==> config.mk <==
export PLATFORM = sky130hd
export DESIGN_NAME = a53_top
export DESIGN_NICKNAME = d
export VERILOG_FILES = /design/src/logic/a53_mapper_pkg.sv /design/src/logic/a53_bus_pkg.sv /design/src/logic/a53_top.sv /design/src/logic/a53_ppu_map.sv /design/src/logic/a53_prg_map.sv /design/src/logic/a53_bank_regs.sv /design/src/logic/a53_write_decode.sv
export SDC_FILE = /design/constraint.sdc
export NUM_CORES = 1
export LEC_CHECK = 0
export BUFFER_PORTS_ARGS = -buffer_cell sky130_fd_sc_hd__buf_2
export CAP_MARGIN = 0
export CORE_ASPECT_RATIO = 0.6
export CORE_MARGIN = 3
export CORE_UTILIZATION = 44
export CTS_CLUSTER_SIZE = 10
export DETAILED_ROUTE_END_ITERATION = 10
export PLACE_DENSITY = 0.95
export SLEW_MARGIN = 30
export SYNTH_ARGS = -nofsm -noshare
export SYNTH_HDL_FRONTEND = slang
export SYNTH_SLANG_ARGS = --single-unit
==> constraint.sdc <==
create_clock -name clk -period 3.55 [get_ports clk]
set_input_delay 0.1775 -clock clk [delete_from_list [all_inputs] [get_ports clk]]
set_output_delay 0.1775 -clock clk [all_outputs]
set_load 0.03 [all_outputs]
==> src/logic/a53_mapper_pkg.sv <==
// ****************************************
// Mapper identity and register field encodings
// Field codes follow the Action 53 register layout
// ****************************************
package a53_mapper_pkg;

	// iNES mapper numbers this logic can stand in for
	typedef enum logic [7:0] {
		MAP_NROM  = 8'd0,
		MAP_UNROM = 8'd2,
		MAP_AXROM = 8'd7,
		MAP_A53   = 8'd28
	} mapper_id_t;

	// Target of a $8000-$FFFF write, from select bits {7,0}
	typedef enum logic [1:0] {
		SEL_CHR   = 2'b00,
		SEL_INNER = 2'b01,
		SEL_MODE  = 2'b10,
		SEL_OUTER = 2'b11
	} reg_sel_t;

	// Outer bank span
	typedef enum logic [1:0] {
		SZ_32K  = 2'b00,
		SZ_64K  = 2'b01,
		SZ_128K = 2'b10,
		SZ_256K = 2'b11
	} bank_size_t;

	// Code 01 also means NROM and is folded into 00 on load
	typedef enum logic [1:0] {
		PM_NROM     = 2'b00,    // 32K switched as a whole
		PM_UNROM_LO = 2'b10,    // $8000 fixed, $C000 switches
		PM_UNROM_HI = 2'b11     // $8000 switches, $C000 fixed
	} prg_mode_t;

	// Nametable mirroring
	typedef enum logic [1:0] {
		MIR_ONE_LO = 2'b00,
		MIR_ONE_HI = 2'b01,
		MIR_VERT   = 2'b10,
		MIR_HORIZ  = 2'b11
	} mirror_t;

	localparam logic [5:0] OUTER_RESET = 6'h3F;    // Last 32K of the ROM

endpackage

==> src/logic/a53_bus_pkg.sv <==
// ****************************************
// Bus widths and window constants for the Action 53 mapper
// Memory map assumes CHR RAM sits above PRG ROM in one 4 MB space
// ****************************************
package a53_bus_pkg;

	// Address and data widths
	localparam int CPU_AW     = 16;         // CPU address bus
	localparam int PPU_AW     = 14;         // PPU address bus
	localparam int MEM_AW     = 22;         // External memory address
	localparam int DATA_W     = 8;          // CPU data bus

	// CPU windows
	localparam logic [3:0] SEL_WIN  = 4'h5;     // $5000-$5FFF select register
	localparam logic [2:0] WRAM_WIN = 3'b011;   // $6000-$7FFF, no WRAM fitted

	// Output address fields
	localparam int PRG_BANK_W = 5;          // 16K banks, 512K of PRG ROM
	localparam logic [6:0] CHR_RAM_BASE = 7'b1000000;  // Upper bits of CHR RAM region

endpackage
==> src/logic/a53_top.sv <==
// ****************************************
// Action 53 mapper, presets for mappers 0, 2, 7 and 28
// Cart levels must be stable while rst is high
// ****************************************
`timescale 1ns/1ps

module a53_top
	import a53_bus_pkg::*, a53_mapper_pkg::*;
(
	input  logic              clk,
	input  logic              rst,
	input  logic              ce,              // CPU bus strobe
	input  mapper_id_t        mapper_id,
	input  logic              mirror_vertical,
	input  logic              chr_ram,         // Cart has writable CHR
	input  logic [CPU_AW-1:0] prg_ain,
	input  logic              prg_write,
	input  logic [DATA_W-1:0] prg_din,
	input  logic [PPU_AW-1:0] chr_ain,
	output logic [MEM_AW-1:0] prg_aout,
	output logic              prg_allow,
	output logic              prg_open_bus,
	output logic [MEM_AW-1:0] chr_aout,
	output logic              chr_allow,
	output logic              vram_a10,
	output logic              vram_ce
);

	reg_sel_t   sel;
	logic       bank_wr;
	bank_size_t size;
	prg_mode_t  prg_mode;
	mirror_t    mirror;
	logic [5:0] outer;
	logic [3:0] inner;
	logic [1:0] chr_bank;

	a53_write_decode decode_i (
		.clk(clk), .rst(rst), .ce(ce), .mapper_id(mapper_id),
		.prg_ain(prg_ain), .prg_write(prg_write), .prg_din(prg_din),
		.sel(sel), .bank_wr(bank_wr), .sel_valid()
	);

	a53_bank_regs regs_i (
		.clk(clk), .rst(rst), .mapper_id(mapper_id), .mirror_vertical(mirror_vertical),
		.bank_wr(bank_wr), .sel(sel), .prg_din(prg_din),
		.size(size), .prg_mode(prg_mode), .mirror(mirror),
		.outer(outer), .inner(inner), .chr_bank(chr_bank)
	);

	a53_prg_map prg_i (
		.mapper_id(mapper_id), .size(size), .prg_mode(prg_mode),
		.outer(outer), .inner(inner), .prg_ain(prg_ain), .prg_write(prg_write),
		.prg_aout(prg_aout), .prg_allow(prg_allow), .prg_open_bus(prg_open_bus)
	);

	a53_ppu_map ppu_i (
		.mirror(mirror), .chr_bank(chr_bank), .chr_ain(chr_ain),
		.chr_aout(chr_aout), .vram_a10(vram_a10), .vram_ce(vram_ce)
	);

	assign chr_allow = chr_ram;    // CHR writes only with RAM fitted

endmodule

==> src/logic/a53_ppu_map.sv <==
// ****************************************
// CHR RAM banking and nametable mirroring
// ****************************************
`timescale 1ns/1ps

module a53_ppu_map
	import a53_bus_pkg::*, a53_mapper_pkg::*;
(
	input  mirror_t           mirror,
	input  logic [1:0]        chr_bank,
	input  logic [PPU_AW-1:0] chr_ain,
	output logic [MEM_AW-1:0] chr_aout,
	output logic              vram_a10,
	output logic              vram_ce
);

	// 32K of CHR RAM as four 8K pages
	assign chr_aout = {CHR_RAM_BASE, chr_bank, chr_ain[12:0]};

	// CIRAM A10 per mirroring
	always_comb begin
		case (mirror)
			MIR_ONE_LO: vram_a10 = 1'b0;          // Lower page only
			MIR_ONE_HI: vram_a10 = 1'b1;          // Upper page only
			MIR_VERT:   vram_a10 = chr_ain[10];
			default:    vram_a10 = chr_ain[11];   // Horizontal
		endcase
	end

	assign vram_ce = chr_ain[13];                 // $2000-$3FFF goes to CIRAM

endmodule

==> src/logic/a53_prg_map.sv <==
// ****************************************
// PRG ROM address from bank registers, 512K of ROM reachable
// ****************************************
`timescale 1ns/1ps

module a53_prg_map
	import a53_bus_pkg::*, a53_mapper_pkg::*;
(
	input  mapper_id_t        mapper_id,
	input  bank_size_t        size,
	input  prg_mode_t         prg_mode,
	input  logic [5:0]        outer,
	input  logic [3:0]        inner,
	input  logic [CPU_AW-1:0] prg_ain,
	input  logic              prg_write,
	output logic [MEM_AW-1:0] prg_aout,
	output logic              prg_allow,
	output logic              prg_open_bus
);

	logic [5:0] inner_mask;   // Outer bits replaced by inner
	logic [6:0] nrom_bank;    // 16K bank number, 32K mode
	logic [6:0] switch_bank;  // Switchable half of UNROM
	logic [6:0] fixed_bank;   // Fixed half of UNROM
	logic [6:0] bank;

	// Larger outer span gives inner more bits
	always_comb begin
		case (size)
			SZ_32K:  inner_mask = 6'b000000;
			SZ_64K:  inner_mask = 6'b000001;
			SZ_128K: inner_mask = 6'b000011;
			default: inner_mask = 6'b000111;
		endcase
	end

	assign nrom_bank   = {(outer & ~inner_mask) | ({2'b00, inner} & inner_mask), prg_ain[14]};
	// UNROM takes one more inner bit in place of A14
	assign switch_bank = ({outer, 1'b0} & ~{inner_mask, 1'b1}) |
	                     ({3'b000, inner} & {inner_mask, 1'b1});
	assign fixed_bank  = {outer, prg_ain[14]};

	always_comb begin
		case (prg_mode)
			PM_UNROM_LO: bank = prg_ain[14] ? switch_bank : fixed_bank;
			PM_UNROM_HI: bank = prg_ain[14] ? fixed_bank : switch_bank;
			default:     bank = nrom_bank;
		endcase
	end

	// Top bank bits dropped, ROM limited to 32 banks of 16K
	assign prg_aout = {{(MEM_AW - PRG_BANK_W - 14){1'b0}}, bank[PRG_BANK_W-1:0], prg_ain[13:0]};

	assign prg_allow = prg_ain[15] & ~prg_write;   // ROM is read only

	// AxROM boards leave $6000-$7FFF floating
	assign prg_open_bus = (prg_ain[15:13] == WRAM_WIN) && (mapper_id == MAP_AXROM);

endmodule

==> src/logic/a53_bank_regs.sv <==
// ****************************************
// Mode, outer, inner and CHR bank registers
// mapper_id and mirror_vertical are sampled only during rst
// ****************************************
`timescale 1ns/1ps

module a53_bank_regs
	import a53_bus_pkg::*, a53_mapper_pkg::*;
(
	input  logic              clk,
	input  logic              rst,
	input  mapper_id_t        mapper_id,
	input  logic              mirror_vertical,  // Cart solder pad
	input  logic              bank_wr,
	input  reg_sel_t          sel,
	input  logic [DATA_W-1:0] prg_din,
	output bank_size_t        size,
	output prg_mode_t         prg_mode,
	output mirror_t           mirror,
	output logic [5:0]        outer,
	output logic [3:0]        inner,
	output logic [1:0]        chr_bank
);

	logic    one_screen;
	mirror_t page_sel;

	// D4 of CHR and inner writes picks the page in one-screen mode
	assign one_screen = (mirror == MIR_ONE_LO) || (mirror == MIR_ONE_HI);
	assign page_sel   = prg_din[4] ? MIR_ONE_HI : MIR_ONE_LO;

	always_ff @(posedge clk) begin
		if (rst) begin
			size     <= SZ_32K;                 // 32K NROM by default
			prg_mode <= PM_NROM;
			outer    <= OUTER_RESET;
			inner    <= '0;
			chr_bank <= '0;
			mirror   <= mirror_vertical ? MIR_VERT : MIR_HORIZ;
			case (mapper_id)
				MAP_UNROM: begin
					size     <= SZ_256K;        // Switch $8000, last bank at $C000
					prg_mode <= PM_UNROM_HI;
				end
				MAP_AXROM: begin
					size     <= SZ_256K;        // 32K banks picked by inner
					prg_mode <= PM_NROM;
					mirror   <= MIR_ONE_LO;     // Page set by writes
					outer    <= '0;
				end
				default: begin
				end
			endcase
		end else if (bank_wr) begin
			case (sel)
				SEL_CHR: begin
					chr_bank <= prg_din[1:0];   // 8K CHR RAM page
					if (one_screen)
						mirror <= page_sel;
				end
				SEL_INNER: begin
					inner <= prg_din[3:0];
					if (one_screen)
						mirror <= page_sel;
				end
				SEL_MODE: begin
					mirror   <= mirror_t'(prg_din[1:0]);
					// Fold code 01 into plain NROM
					prg_mode <= prg_din[3] ? prg_mode_t'(prg_din[3:2]) : PM_NROM;
					size     <= bank_size_t'(prg_din[5:4]);
				end
				SEL_OUTER: begin
					outer <= prg_din[5:0];      // 32K granularity
				end
				default: begin
				end
			endcase
		end
	end

endmodule

==> src/logic/a53_write_decode.sv <==
// ****************************************
// CPU write decode, select register only loads for mapper 28
// ****************************************
`timescale 1ns/1ps

module a53_write_decode
	import a53_bus_pkg::*, a53_mapper_pkg::*;
(
	input  logic              clk,
	input  logic              rst,
	input  logic              ce,          // CPU bus strobe
	input  mapper_id_t        mapper_id,
	input  logic [CPU_AW-1:0] prg_ain,
	input  logic              prg_write,
	input  logic [DATA_W-1:0] prg_din,
	output reg_sel_t          sel,         // Current register selector
	output logic              bank_wr,     // Write to $8000-$FFFF this edge
	output logic              sel_valid    // $5xxx write dropped, wrong mapper
);

	logic wr_accept;
	logic sel_hit;
	logic sel_allow;

	assign wr_accept = ce & prg_write;                          // Counts on this clk edge
	assign sel_hit   = wr_accept & (prg_ain[15:12] == SEL_WIN); // $5000-$5FFF
	assign sel_allow = (mapper_id == MAP_A53);                  // Only real Action 53 carts

	// Selector bits come from D7 and D0
	always_ff @(posedge clk) begin
		if (rst) begin
			sel <= SEL_INNER;                                   // Plain UNROM style bank writes
		end else if (sel_hit && sel_allow) begin
			sel <= reg_sel_t'({prg_din[7], prg_din[0]});
		end
	end

	// Bank regs sample on the same edge, so old sel applies
	assign bank_wr = wr_accept & prg_ain[15];

	assign sel_valid = sel_hit & ~sel_allow;                    // Observation only

endmodule

# Word-level counts from Yosys, hierarchy flattened
# Cells that the tools add are included.
# Widths: inputs -> output; s select.
# word_totals
register_bits,18
mem_bits_ro,0
memories,0
latchBits,0
ramBits,0
# op_classes
div,0
order_cmp,0
n_eq_ne,15
reduce_logical,17
n_shift,0
add_sub_neg,0
n_mux,25
bitwise,13
mul,0
# op_table
op,count
$mux 2,13
$mux 4,4
$eq 2x2->1 const B,6
$mux 5,2
$pmux 5 s2,1
$pmux 3 s3,1
$and 4x4->4,2
$eq 8x2->1 const B,1
$eq 8x3->1 const B,1
$eq 8x5->1 const B,1
$reduce_and 2->1,4
$eq 2x1->1 const B,3
$logic_not 2->1,3
$reduce_bool 2->1,3
$and 5x5->5,1
$not 4->5,1
$or 5x5->5,1
$and 1x1->1,4
$and 4x3->4,1
$eq 4x3->1 const B,1
$not 3->4,1
$or 4x4->4,1
$pmux 2 s2,1
$reduce_or 2->1,2
9 further kinds,11

# Longest topological paths before layout
# Gate-level depths: netlist of the first run.
# depth
depth_word,7
ltp_mapped,4
depth_no_buf,3

# By module
# From an unflattened synthesis of the first run, not the netlist that was laid out.
# hier_totals
hier_cells,167
area_unflattened_um2,1525.2
# modules_own_cells
mod,seq_area_each_um2,area_each_um2,instances,cells_per_inst
a53_bank_regs,480.5,824.5,1,76
a53_prg_map,0.0,321.6,1,46
a53_ppu_map,0.0,195.2,1,28
a53_write_decode,40.0,176.4,1,16
a53_top,0.0,7.5,1,1

# Least setup slack after synthesis of the first run
# Ideal clock, no wire load.
# synth_path
path_type,register to output
from,register regs_i.prg_mode[0]
to,output port prg_aout[15]
stages_incl_launch_ff,4
arrival_ns,1.267
setup_slack_ns,2.105
path_cell_list,edfxtp_1 -> xor2_1 -> a31oi_1 -> o2bb2ai_1
# synth_between
elab_chain_cells,2
word_cells_on_any_way,3
cone_classes,2 x eq/ne; 1 x mux
# synth_lines
element,line_no,source
"start, declared",a53_bank_regs.sv:18,"output prg_mode_t prg_mode,"
"start signal, assigned",a53_bank_regs.sv:69,prg_mode <= prg_din[3] ? prg_mode_t'(prg_din[3:2]) : PM_NROM;
$eq 2x2->1,a53_prg_map.sv:44,case (prg_mode)
$pmux 5 s2 *,a53_prg_map.sv:44,
"end, declared",a53_top.sv:20,"output logic [MEM_AW-1:0] prg_aout,"
# Every way passes the cells marked *; elsewhere a longest branch is shown, timed or not.

# Worst setup path after layout of the first run
# layout_path
from,register regs_i.size[1]
to,output port prg_aout[16]
# layout_between
elab_chain_cells,7
word_cells_on_any_way,15
cone_classes,2 x eq/ne; 4 x mux; 8 x bitwise; 1 x reduce/logical
# layout_lines
element,line_no,source
"start, declared",a53_bank_regs.sv:17,"output bank_size_t size,"
"start signal, assigned",a53_bank_regs.sv:70,size <= bank_size_t'(prg_din[5:4]);
$eq 2x2->1 (tied with other cells),a53_prg_map.sv:29,case (size)
$pmux 3 s3 *,a53_prg_map.sv:29,
$not 4->5,a53_prg_map.sv:39,"assign switch_bank = ({outer, 1'b0} & ~{inner_mask, 1'b1}) |"
$and 5x5->5,a53_prg_map.sv:39,
$or 5x5->5,a53_prg_map.sv:39,
$mux 5 (on tied branches),"a53_prg_map.sv:46, a53_prg_map.sv:45",
$pmux 5 s2 *,a53_prg_map.sv:44,
# Marks and branches as above.

==> results of run 1 <==
flip-flops by register name, indices dropped and copies added, names as in the netlist:
signal           cells
regs_i.outer         4
regs_i.size          2
regs_i.inner         4
decode_i.sel         2
regs_i.prg_mode      2
regs_i.chr_bank      2
regs_i.mirror        2
kinds of logic (layout without fill, tap and decap cells):
logic type / after synthesis / count (layout) / share of synthesized area
multiplexers: 14 / 14 / 0.102
flip-flops: 18 / 18 / 0.329
AND/OR/NAND/NOR: 46 / 46 / 0.198
buffers and inverters: 50 / 49 / 0.243
AO/OA/AOI/OAI: 23 / 23 / 0.110
XOR/XNOR: 2 / 2 / 0.0125
other: 2 / 10 / 0.00536
critical path, stage by stage, from the launching register on:
cell and delay [ps]:
edfxtp_1 530, mux2_2 370, nand2_1 70, o221ai_1 100, buf_2 190
layout make-up:
cell class	instances	area [um2]	area share
timing repair buffer	39	195	0.138
clock buffer	4	55.1	0.0389
inverter	6	22.5	0.0159
sequential	18	460	0.325
multi-input combinational	95	629	0.445
tap	42	52.6	0.0371
stage by stage:
step / util / power (mW) / setup slack (ps)
3_5_place_dp: 0.462 / 0.351 / 2120
6_report: 0.480 / 0.511 / 1860
4_1_cts: 0.480 / 0.514 / 1880
3_3_place_gp: 0.462 / 0.348 / 2140
5_1_grt: 0.480 / 0.535 / 1790
2_1_floorplan: - / 0.381 / 2110
power groups by stage:
stage / Sequential [mW] / Combinational [mW] / Clock (mW)
6_report: 0.239 / 0.107 / 0.165
5_1_grt: 0.241 / 0.116 / 0.177
4_1_cts: 0.239 / 0.107 / 0.168
3_5_place_dp: 0.244 / 0.107 / 0
3_3_place_gp: 0.243 / 0.105 / 0
2_1_floorplan: 0.240 / 0.141 / 0
per-layer routing:
metal  share of wire  track usage
met1            0.49        0.192
met2            0.42        0.190
met3           0.092       0.0657
met4               0       0.0171
met5               0            0
path summary, 6_finish.rpt:
| path | cells past startpoint | endpoint |
|---|---|---|
| min | 3 | decode_i.sel[1] |
| max reg2reg | 3 | regs_i.mirror[0] |
| min reg2reg | 2 | regs_i.chr_bank[1] |
| max | 4 | prg_aout[16] |
cells in the final DEF, fill, tap and decap left out, types with 2 or more instances in the layout:
cell and n:
o21a_1 4, conb_1 10, and3_1 3, nand2_1 5, dfxtp_1 8, nand2b_1 13
nand3b_1 2, nor2b_1 2, a21oi_1 6, a31oi_1 2, edfxtp_1 10, inv_1 6
mux2i_1 12, nor2_1 7, nand4_1 4, a31o_2 2, buf_2 39, o21ai_0 3
clkbuf_8 4
==> impl_metrics.tcl, run 1 <==
set metrics [dict create \
    htreeDepth 1 \
    maxCapViolations 0 \
    ant_nets 0 \
    grt_pass1_wl_mm 4.20 \
    drc 0 \
    coreArea_um2 2950 \
    yosysWarningCount 0 \
    antenna_found_initial 0 \
    swShare 0.280 \
    pwr-share-comb 0.210 \
    critPathMaxFanout 8 \
    status "complete, no violations" \
    root_buffer "clkbuf_8" \
    crit_path_start "regs_i.size[1]" \
    grt_start_max_net_pins 29 \
    insertion_delay_ps 250 \
    p_leak_nw 0.671 \
    synth_cells 155 \
    synth-seq-cells 18 \
    fin_nets 215 \
    cts_sinks 18 \
    vias_per_cell 4.94 \
    skew_ps 3.14 \
    finalHoldViolations 0 \
    fin_cells 204 \
    synth_top_cell_by_area "buf_4" \
    clockPowerShare 0.322 \
    postPlaceCellArea_um2 1360 \
    final_max_slew_viol_count 0 \
    crit_required_ps 3370 \
    post_drt_wl_per_cell_um 12.5 \
    clkTransAtPathRegs_ps 60 \
    die_h_um 49.7 \
    synth-seq-area-share 0.329 \
    async_flop_share 0 \
    crit_arrival_ps 1510 \
    routed_wl_mm 2.56 \
    cts_tree "yes" \
    die_w_um 78.8 \
    cts_buffer_depth 2 \
    synth_cell_types 40 \
    netlist.area_leader.share 0.214 \
    netSwitchingPower_uw 143 \
    setup_viol 0 \
    cts_resized 0 \
    yosys-top-cells-area "buf_4 21%, edfxtp_1 21%, dfxtp_1 11%" \
    fill_cells 289 \
    fp.dieArea_um2 3920 \
    hold_start "prg_din[7]" \
    vdd_drop_max_uv 199 \
    final.setup.tns_ps 0 \
    critPathCaptureType "primary output" \
    hold_class "input port to register" \
    gp_congestion 0.771 \
    firstDrtPassIters 4 \
    netlist_area_um2 1400 \
    rsz0062_at_grt "false" \
    grt_pass1_vias 906 \
    diodes 0 \
    timing.fmax_ghz 0.592 \
    powerDensity_nw_per_um2 361 \
    vias 1008 \
    hold_buffers 0 \
    synth_commonest_cells "40 x buf_4, 13 x nand2b_1, 12 x mux2i_1" \
    grt_usage 0.136 \
    post-dp-hpwl_mm 2.08 \
    grt_overflow 0 \
    rows 15 \
    drive_gt1_frac 0.302 \
    cts_made_buffers 3 \
    synth_most_common_cell "buf_4" \
    initial_core_util 0.475 \
    ioPinCount 101 \
    criticalPathCategory "register to primary output" \
    p_seq_frac 0.468 \
    r2r-start "decode_i.sel[0]" \
    dp.cells 200 \
    design_area_um2 1420 \
    drt_iter0_markers 40 \
    worstSetupStartpointType "register" \
    synth_edf_count 10 \
    finalCritPeriodShare 0.475 \
    fin_hold_ws_ps 178 \
    r2r_setup_slack_ps 2180 \
    min_period_ps 1690 \
    p_int_uw 368 \
    synth_area_per_cell_um2 9.03 \
    post-cts-setup-buffers 0 \
    ys.flop_type "edfxtp_1" \
    port_buffers 39 \
    syn2layout_area_growth_pct 1.07 \
]
(Power assumes the default switching activity.)
==> inputs of run 2 (changes only) <==
- ABC_AREA: default -> 1
- CORE_UTILIZATION: 44 -> 38
- PLACE_DENSITY: 0.95 -> 0.88
- clock period: 3.55 -> 1.35 ns (I/O delays scaled with it)
==> run 2 against run 1 <==
  * The flow now finishes with violations (setup timing)
  * Combinational power rose to 3.3 times the previous value
  * Cell count up 34%
  * Clock skew is 1.1 ps lower
  * Sequential share of layout area decreased by 3.5 points
  * Synthesized area increased by 5.7%
  * Worst setup slack worse by 2000 ps
  * Clock power up 130%
  * Clock-buffer cell count unchanged
  * Global-route usage fell by 0.49 points
  * Critical path type unchanged
  * Highest routed layer is now met4
==> impl_metrics.tcl, run 2 <==
set metrics [dict create \
    final_common_cell "nand2_1" \
    crit_path_start "regs_i.size[1]" \
    synth_edf_count 10 \
    finalHoldViolations 0 \
    htreeDepth 1 \
    post-dp-hpwl_mm 2.52 \
    power_mw 1.36 \
    skew_ps 2.06 \
    synth-seq-area-share 0.311 \
    fill_cells 374 \
    netlist.area_leader.share 0.203 \
    r2r-start "decode_i.sel[0]" \
    drive_gt1_frac 0.303 \
    yosysWarningCount 0 \
    grt_pass1_vias 1103 \
    cts_buffer_depth 2 \
    grt_overflow 0 \
    synth-seq-cells 18 \
    setup_ws_ps -127 \
    postLayoutCoreUtil 0.455 \
    netSwitchingPower_uw 419 \
    vdd_drop_max_uv 379 \
    synth_area_per_cell_um2 6.92 \
    vias 1272 \
    clockPowerShare 0.277 \
    regArea_um2 460 \
    worstSetupStartpointType "register" \
    critPathMaxFanout 4 \
    coreArea_um2 3480 \
    final_cell_mix "41 x nand2_1, 35 x buf_2, 28 x nor2_1" \
    syn2layout_area_growth_pct 7.18 \
    pre_cts_slack_ps 99.9 \
    synth_top_cell_by_area "buf_4" \
    gp_congestion 0.902 \
    die_w_um 86.6 \
    ant_nets 0 \
    fin_cells 273 \
    dp.cells 266 \
    grt_pass1_wl_mm 4.74 \
    finalCritPeriodShare 1.09 \
    die_h_um 54.3 \
    vias_per_cell 4.66 \
    criticalPathCategory "register to primary output" \
    synth_cells 214 \
    timing.fmax_ghz 0.677 \
    routed_wl_mm 3.06 \
    rsz0062_at_grt "true" \
    top_regs "regs_i.inner: 4 flops, regs_i.outer: 4 flops" \
    final_max_slew_viol_count 0 \
    cts_sinks 18 \
    maxCapViolations 0 \
    setup_viol 3 \
    grt_start_max_net_pins 15 \
    fin_hold_ws_ps 83.1 \
    insertion_delay_ps 250 \
    crit_arrival_ps 1410 \
    status "complete, but fails checks" \
    fin_nets 281 \
    cts_tree "yes" \
    drt_iter0_markers 60 \
    cts_made_buffers 3 \
    powerDensity_nw_per_um2 856 \
    initial_core_util 0.425 \
    multi_input_area_um2 667 \
    p_seq_frac 0.463 \
    drc 0 \
    synth_cell_types 28 \
    crit_required_ps 1280 \
    antenna_found_initial 0 \
    swShare 0.308 \
    root_buffer "clkbuf_8" \
    async_flop_share 0 \
    min_period_ps 1480 \
    fp.dieArea_um2 4700 \
    ioPinCount 101 \
    ys.flop_type "edfxtp_1" \
    pwr-share-comb 0.261 \
    synth_most_common_cell "nand2_1" \
    synth_commonest_cells "42 x nand2_1, 40 x buf_4, 30 x nor2_1" \
    grt_usage 0.131 \
    hold_class "input port to register" \
    port_buffers 39 \
    violations "setup timing" \
    p_int_uw 940 \
    clkTransAtPathRegs_ps 60 \
    yosys-top-cells-area "buf_4 20%, edfxtp_1 20%, dfxtp_1 11%" \
    rows 16 \
    hold_start "prg_din[0]" \
    diodes 0 \
    netlist_area_um2 1480 \
    p_leak_nw 0.780 \
    post_drt_wl_per_cell_um 11.2 \
    critPathCaptureType "primary output" \
    firstDrtPassIters 4 \
]
-- run 2: changes by cell type in the layout (fill, tap and decap cells not counted), sizes merged, moves of 12 or more --
cell    delta
o21ai     +16
nand3     +15
nor2      +29
nand2     +38
mux2i     -12
inv       +15
nand2b    -14
-- run 2: final cells by class --
type | count | share of cell area
multi-input cells | 138 | 0.420
flip-flops and latches | 18 | 0.290
repair buffers | 45 | 0.167
inverters | 23 | 0.0584
well taps | 45 | 0.0355
clock buffers | 4 | 0.0284
-- run 2: worst paths after layout --
path	end	slack [ps]	cells after the start
max	prg_aout[16]	-130	6
min	decode_i.sel[0]	80	3
max reg2reg	regs_i.mirror[0]	130	4
min reg2reg	regs_i.chr_bank[0]	500	2
-- run 2: timing repair --
item	in CTS	in global routing
buffers inserted	3	0
resized for setup	14	12
hold buffers	0	0
gates cloned	0	0
pin swaps	2	5
endpoints found under the setup margin	4	4
-- run 2: worst max-delay path, stage by stage (launching register included) --
cell and delay (ps):
edfxtp_1 420, buf_6 160, nor2_4 90, a21oi_2 30, or2_1 250, nand3_2 80
buf_6 120
-- run 2: metal layers --
metal,part of all wire,vias up,GRT usage
li1,-,663,-
met1,0.49,563,0.184
met2,0.43,44,0.195
met3,0.079,2,0.0436
met4,0.0052,0,0.0259
met5,0,-,0
-- run 2: metrics by stage --
step                      cell area, um2  TNS, ps
final                               1590     -255
after global routing                1590     -547
after CTS                           1550     -248
after detailed placement            1460        0
after global placement              1460        0
after floorplan                     1510        0
-- run 2: cell families (layout without fill, tap and decap cells) --
group	after synthesis	count (layout)	share of synthesized area
simple gates	98	98	0.292
compound gates	30	30	0.108
buf+inv	66	72	0.284
other cells	2	10	0.00507
flops	18	18	0.311
-- run 2: power groups by stage --
stage,sequential (mW),combinational [mW],clock (mW)
after detailed placement,0.641,0.314,0
final,0.629,0.354,0.376
after floorplan,0.630,0.391,0
after global routing,0.632,0.389,0.417
after CTS,0.627,0.344,0.388
after global placement,0.639,0.307,0
==> inputs of run 3 (changes only) <==
- CORE_ASPECT_RATIO: 0.6 -> 1.25
- SKIP_CTS_REPAIR_TIMING: default -> 1
==> run 3 against run 2 <==
  * The flow still finishes with violations (setup timing)
  * Hold slack worse by 11 ps
  * Clock skew up 2.3 ps
  * Core utilization shrank 0.37 points
  * Worst setup slack worse by 22 ps
  * Clock-buffer cell count stayed put
  * Total power up 4.4%
  * Register-to-register slack improved by 40 ps
  * Non-clock buffer count is the same
  * Fmax shrank 1.5%
  * Wire length shrank 4.7%
  * Critical path type unchanged
==> impl_metrics.tcl, run 3 (synthesized netlist as in run 2, its figures left out) <==
set metrics [dict create \
    status "complete, but fails checks" \
    violations "setup timing" \
    dp.cells 259 \
    hold_class "input port to register" \
    skew_ps 4.35 \
    antenna_found_initial 0 \
    rsz0062_at_grt "true" \
    fin_nets 281 \
    crit_arrival_ps 1430 \
    maxCapViolations 0 \
    top_regs "regs_i.inner: 4 flops, regs_i.outer: 4 flops" \
    finalHoldViolations 0 \
    clkTransAtPathRegs_ps 60 \
    vdd_drop_max_uv 509 \
    die_h_um 75.8 \
    insertion_delay_ps 250 \
    grt_pass1_wl_mm 4.38 \
    port_buffers 39 \
    grt_overflow 0 \
    routed_wl_mm 2.91 \
    hold_start "prg_din[0]" \
    diodes 0 \
    drt_iter0_markers 38 \
    grt_start_max_net_pins 18 \
    cts_sinks 18 \
    coreArea_um2 3600 \
    finalCritPeriodShare 1.11 \
    min_period_ps 1500 \
    powerDensity_nw_per_um2 872 \
    drc 0 \
    grt_pass1_vias 1120 \
    cts_made_buffers 3 \
    regArea_um2 460 \
    setup_ws_ps -149 \
    critPathCaptureType "primary output" \
    ioPinCount 101 \
    root_buffer "clkbuf_8" \
    design_area_um2 1630 \
    gp_congestion 0.848 \
    postPlaceCellArea_um2 1440 \
    grt_usage 0.122 \
    multi_input_area_um2 704 \
    post-dp-hpwl_mm 2.33 \
    die_w_um 61.8 \
    final_max_slew_viol_count 0 \
    power_mw 1.42 \
    final_common_cell "nand2_1" \
    final.setup.tns_ps -405 \
    vias_per_cell 4.79 \
    fill_cells 353 \
    final_cell_mix "37 x nand2_1, 36 x buf_2, 28 x nor2_1" \
    crit_path_start "regs_i.size[1]" \
    syn2layout_area_growth_pct 9.97 \
    fp.dieArea_um2 4680 \
    initial_core_util 0.411 \
    fin_cells 267 \
    r2r-start "decode_i.sel[1]" \
    rows 24 \
    p_leak_nw 0.800 \
    post_drt_wl_per_cell_um 10.9 \
    cts_buffer_depth 2 \
    crit_required_ps 1280 \
    vias 1280 \
    drive_gt1_frac 0.338 \
    firstDrtPassIters 4 \
    criticalPathCategory "register to primary output" \
    cts_tree "yes" \
    htreeDepth 1 \
    timing.fmax_ghz 0.667 \
    ant_nets 0 \
    setup_viol 3 \
    critPathMaxFanout 6 \
    worstSetupStartpointType "register" \
]
## run 3: cell types whose count changed in the layout (fill, tap and decap cells not counted), moves of 2 or more
cell and delta:
a21oi_2 -2, o21ai_1 -2, nand3_1 -3, nand2_2 +4, nand2_1 -4, buf_4 -2, nand3_2 +3
## run 3: metal layers
layer  wire length (um)  track usage  vias to the layer above
li1                   -            -                      660
met1               1040        0.121                      553
met2               1550        0.226                       52
met3                232       0.0254                       15
met4                 89       0.0731                        0
met5                  0            0                        -
## run 3: per-stage QoR
stage	util	hold WS, ps	setup WS [ps]
2_1_floorplan	-	181	62.1
3_3_place_gp	0.400	135	129
3_5_place_dp	0.400	135	127
4_1_cts	0.415	66.3	-145
5_1_grt	0.452	83.6	-249
6_report	0.452	72.0	-149
## run 3: worst max-delay path: stages, from the launching register on
cell      delay (ps)
edfxtp_1         510
buf_6            190
nor2_4            70
nand2_2           80
nand3_2           80
nand2_2           50
nand3_2           70
buf_6            130
## run 3: final cells by class
class                   count  area share
clock buffers               4      0.0338
inverters                  23      0.0569
multi-input cells         138       0.433
flip-flops and latches     18       0.283
well taps                  39      0.0300
repair buffers             45       0.164
## run 3: power by group
part           total, mW  internal (mW)  leakage (nW)  switching [mW]
logic              0.364          0.129         0.608           0.235
registers          0.629          0.607         0.164          0.0214
clock network      0.426          0.259        0.0288           0.167
total               1.42          0.995         0.800           0.424
## run 3: path summary, 6_finish.rpt
check | to | slack [ps] | cells past startpoint
min reg2reg | regs_i.chr_bank[0] | 480 | 2
max reg2reg | regs_i.outer[2] | 170 | 3
max | prg_aout[15] | -150 | 7
min | decode_i.sel[0] | 70 | 3
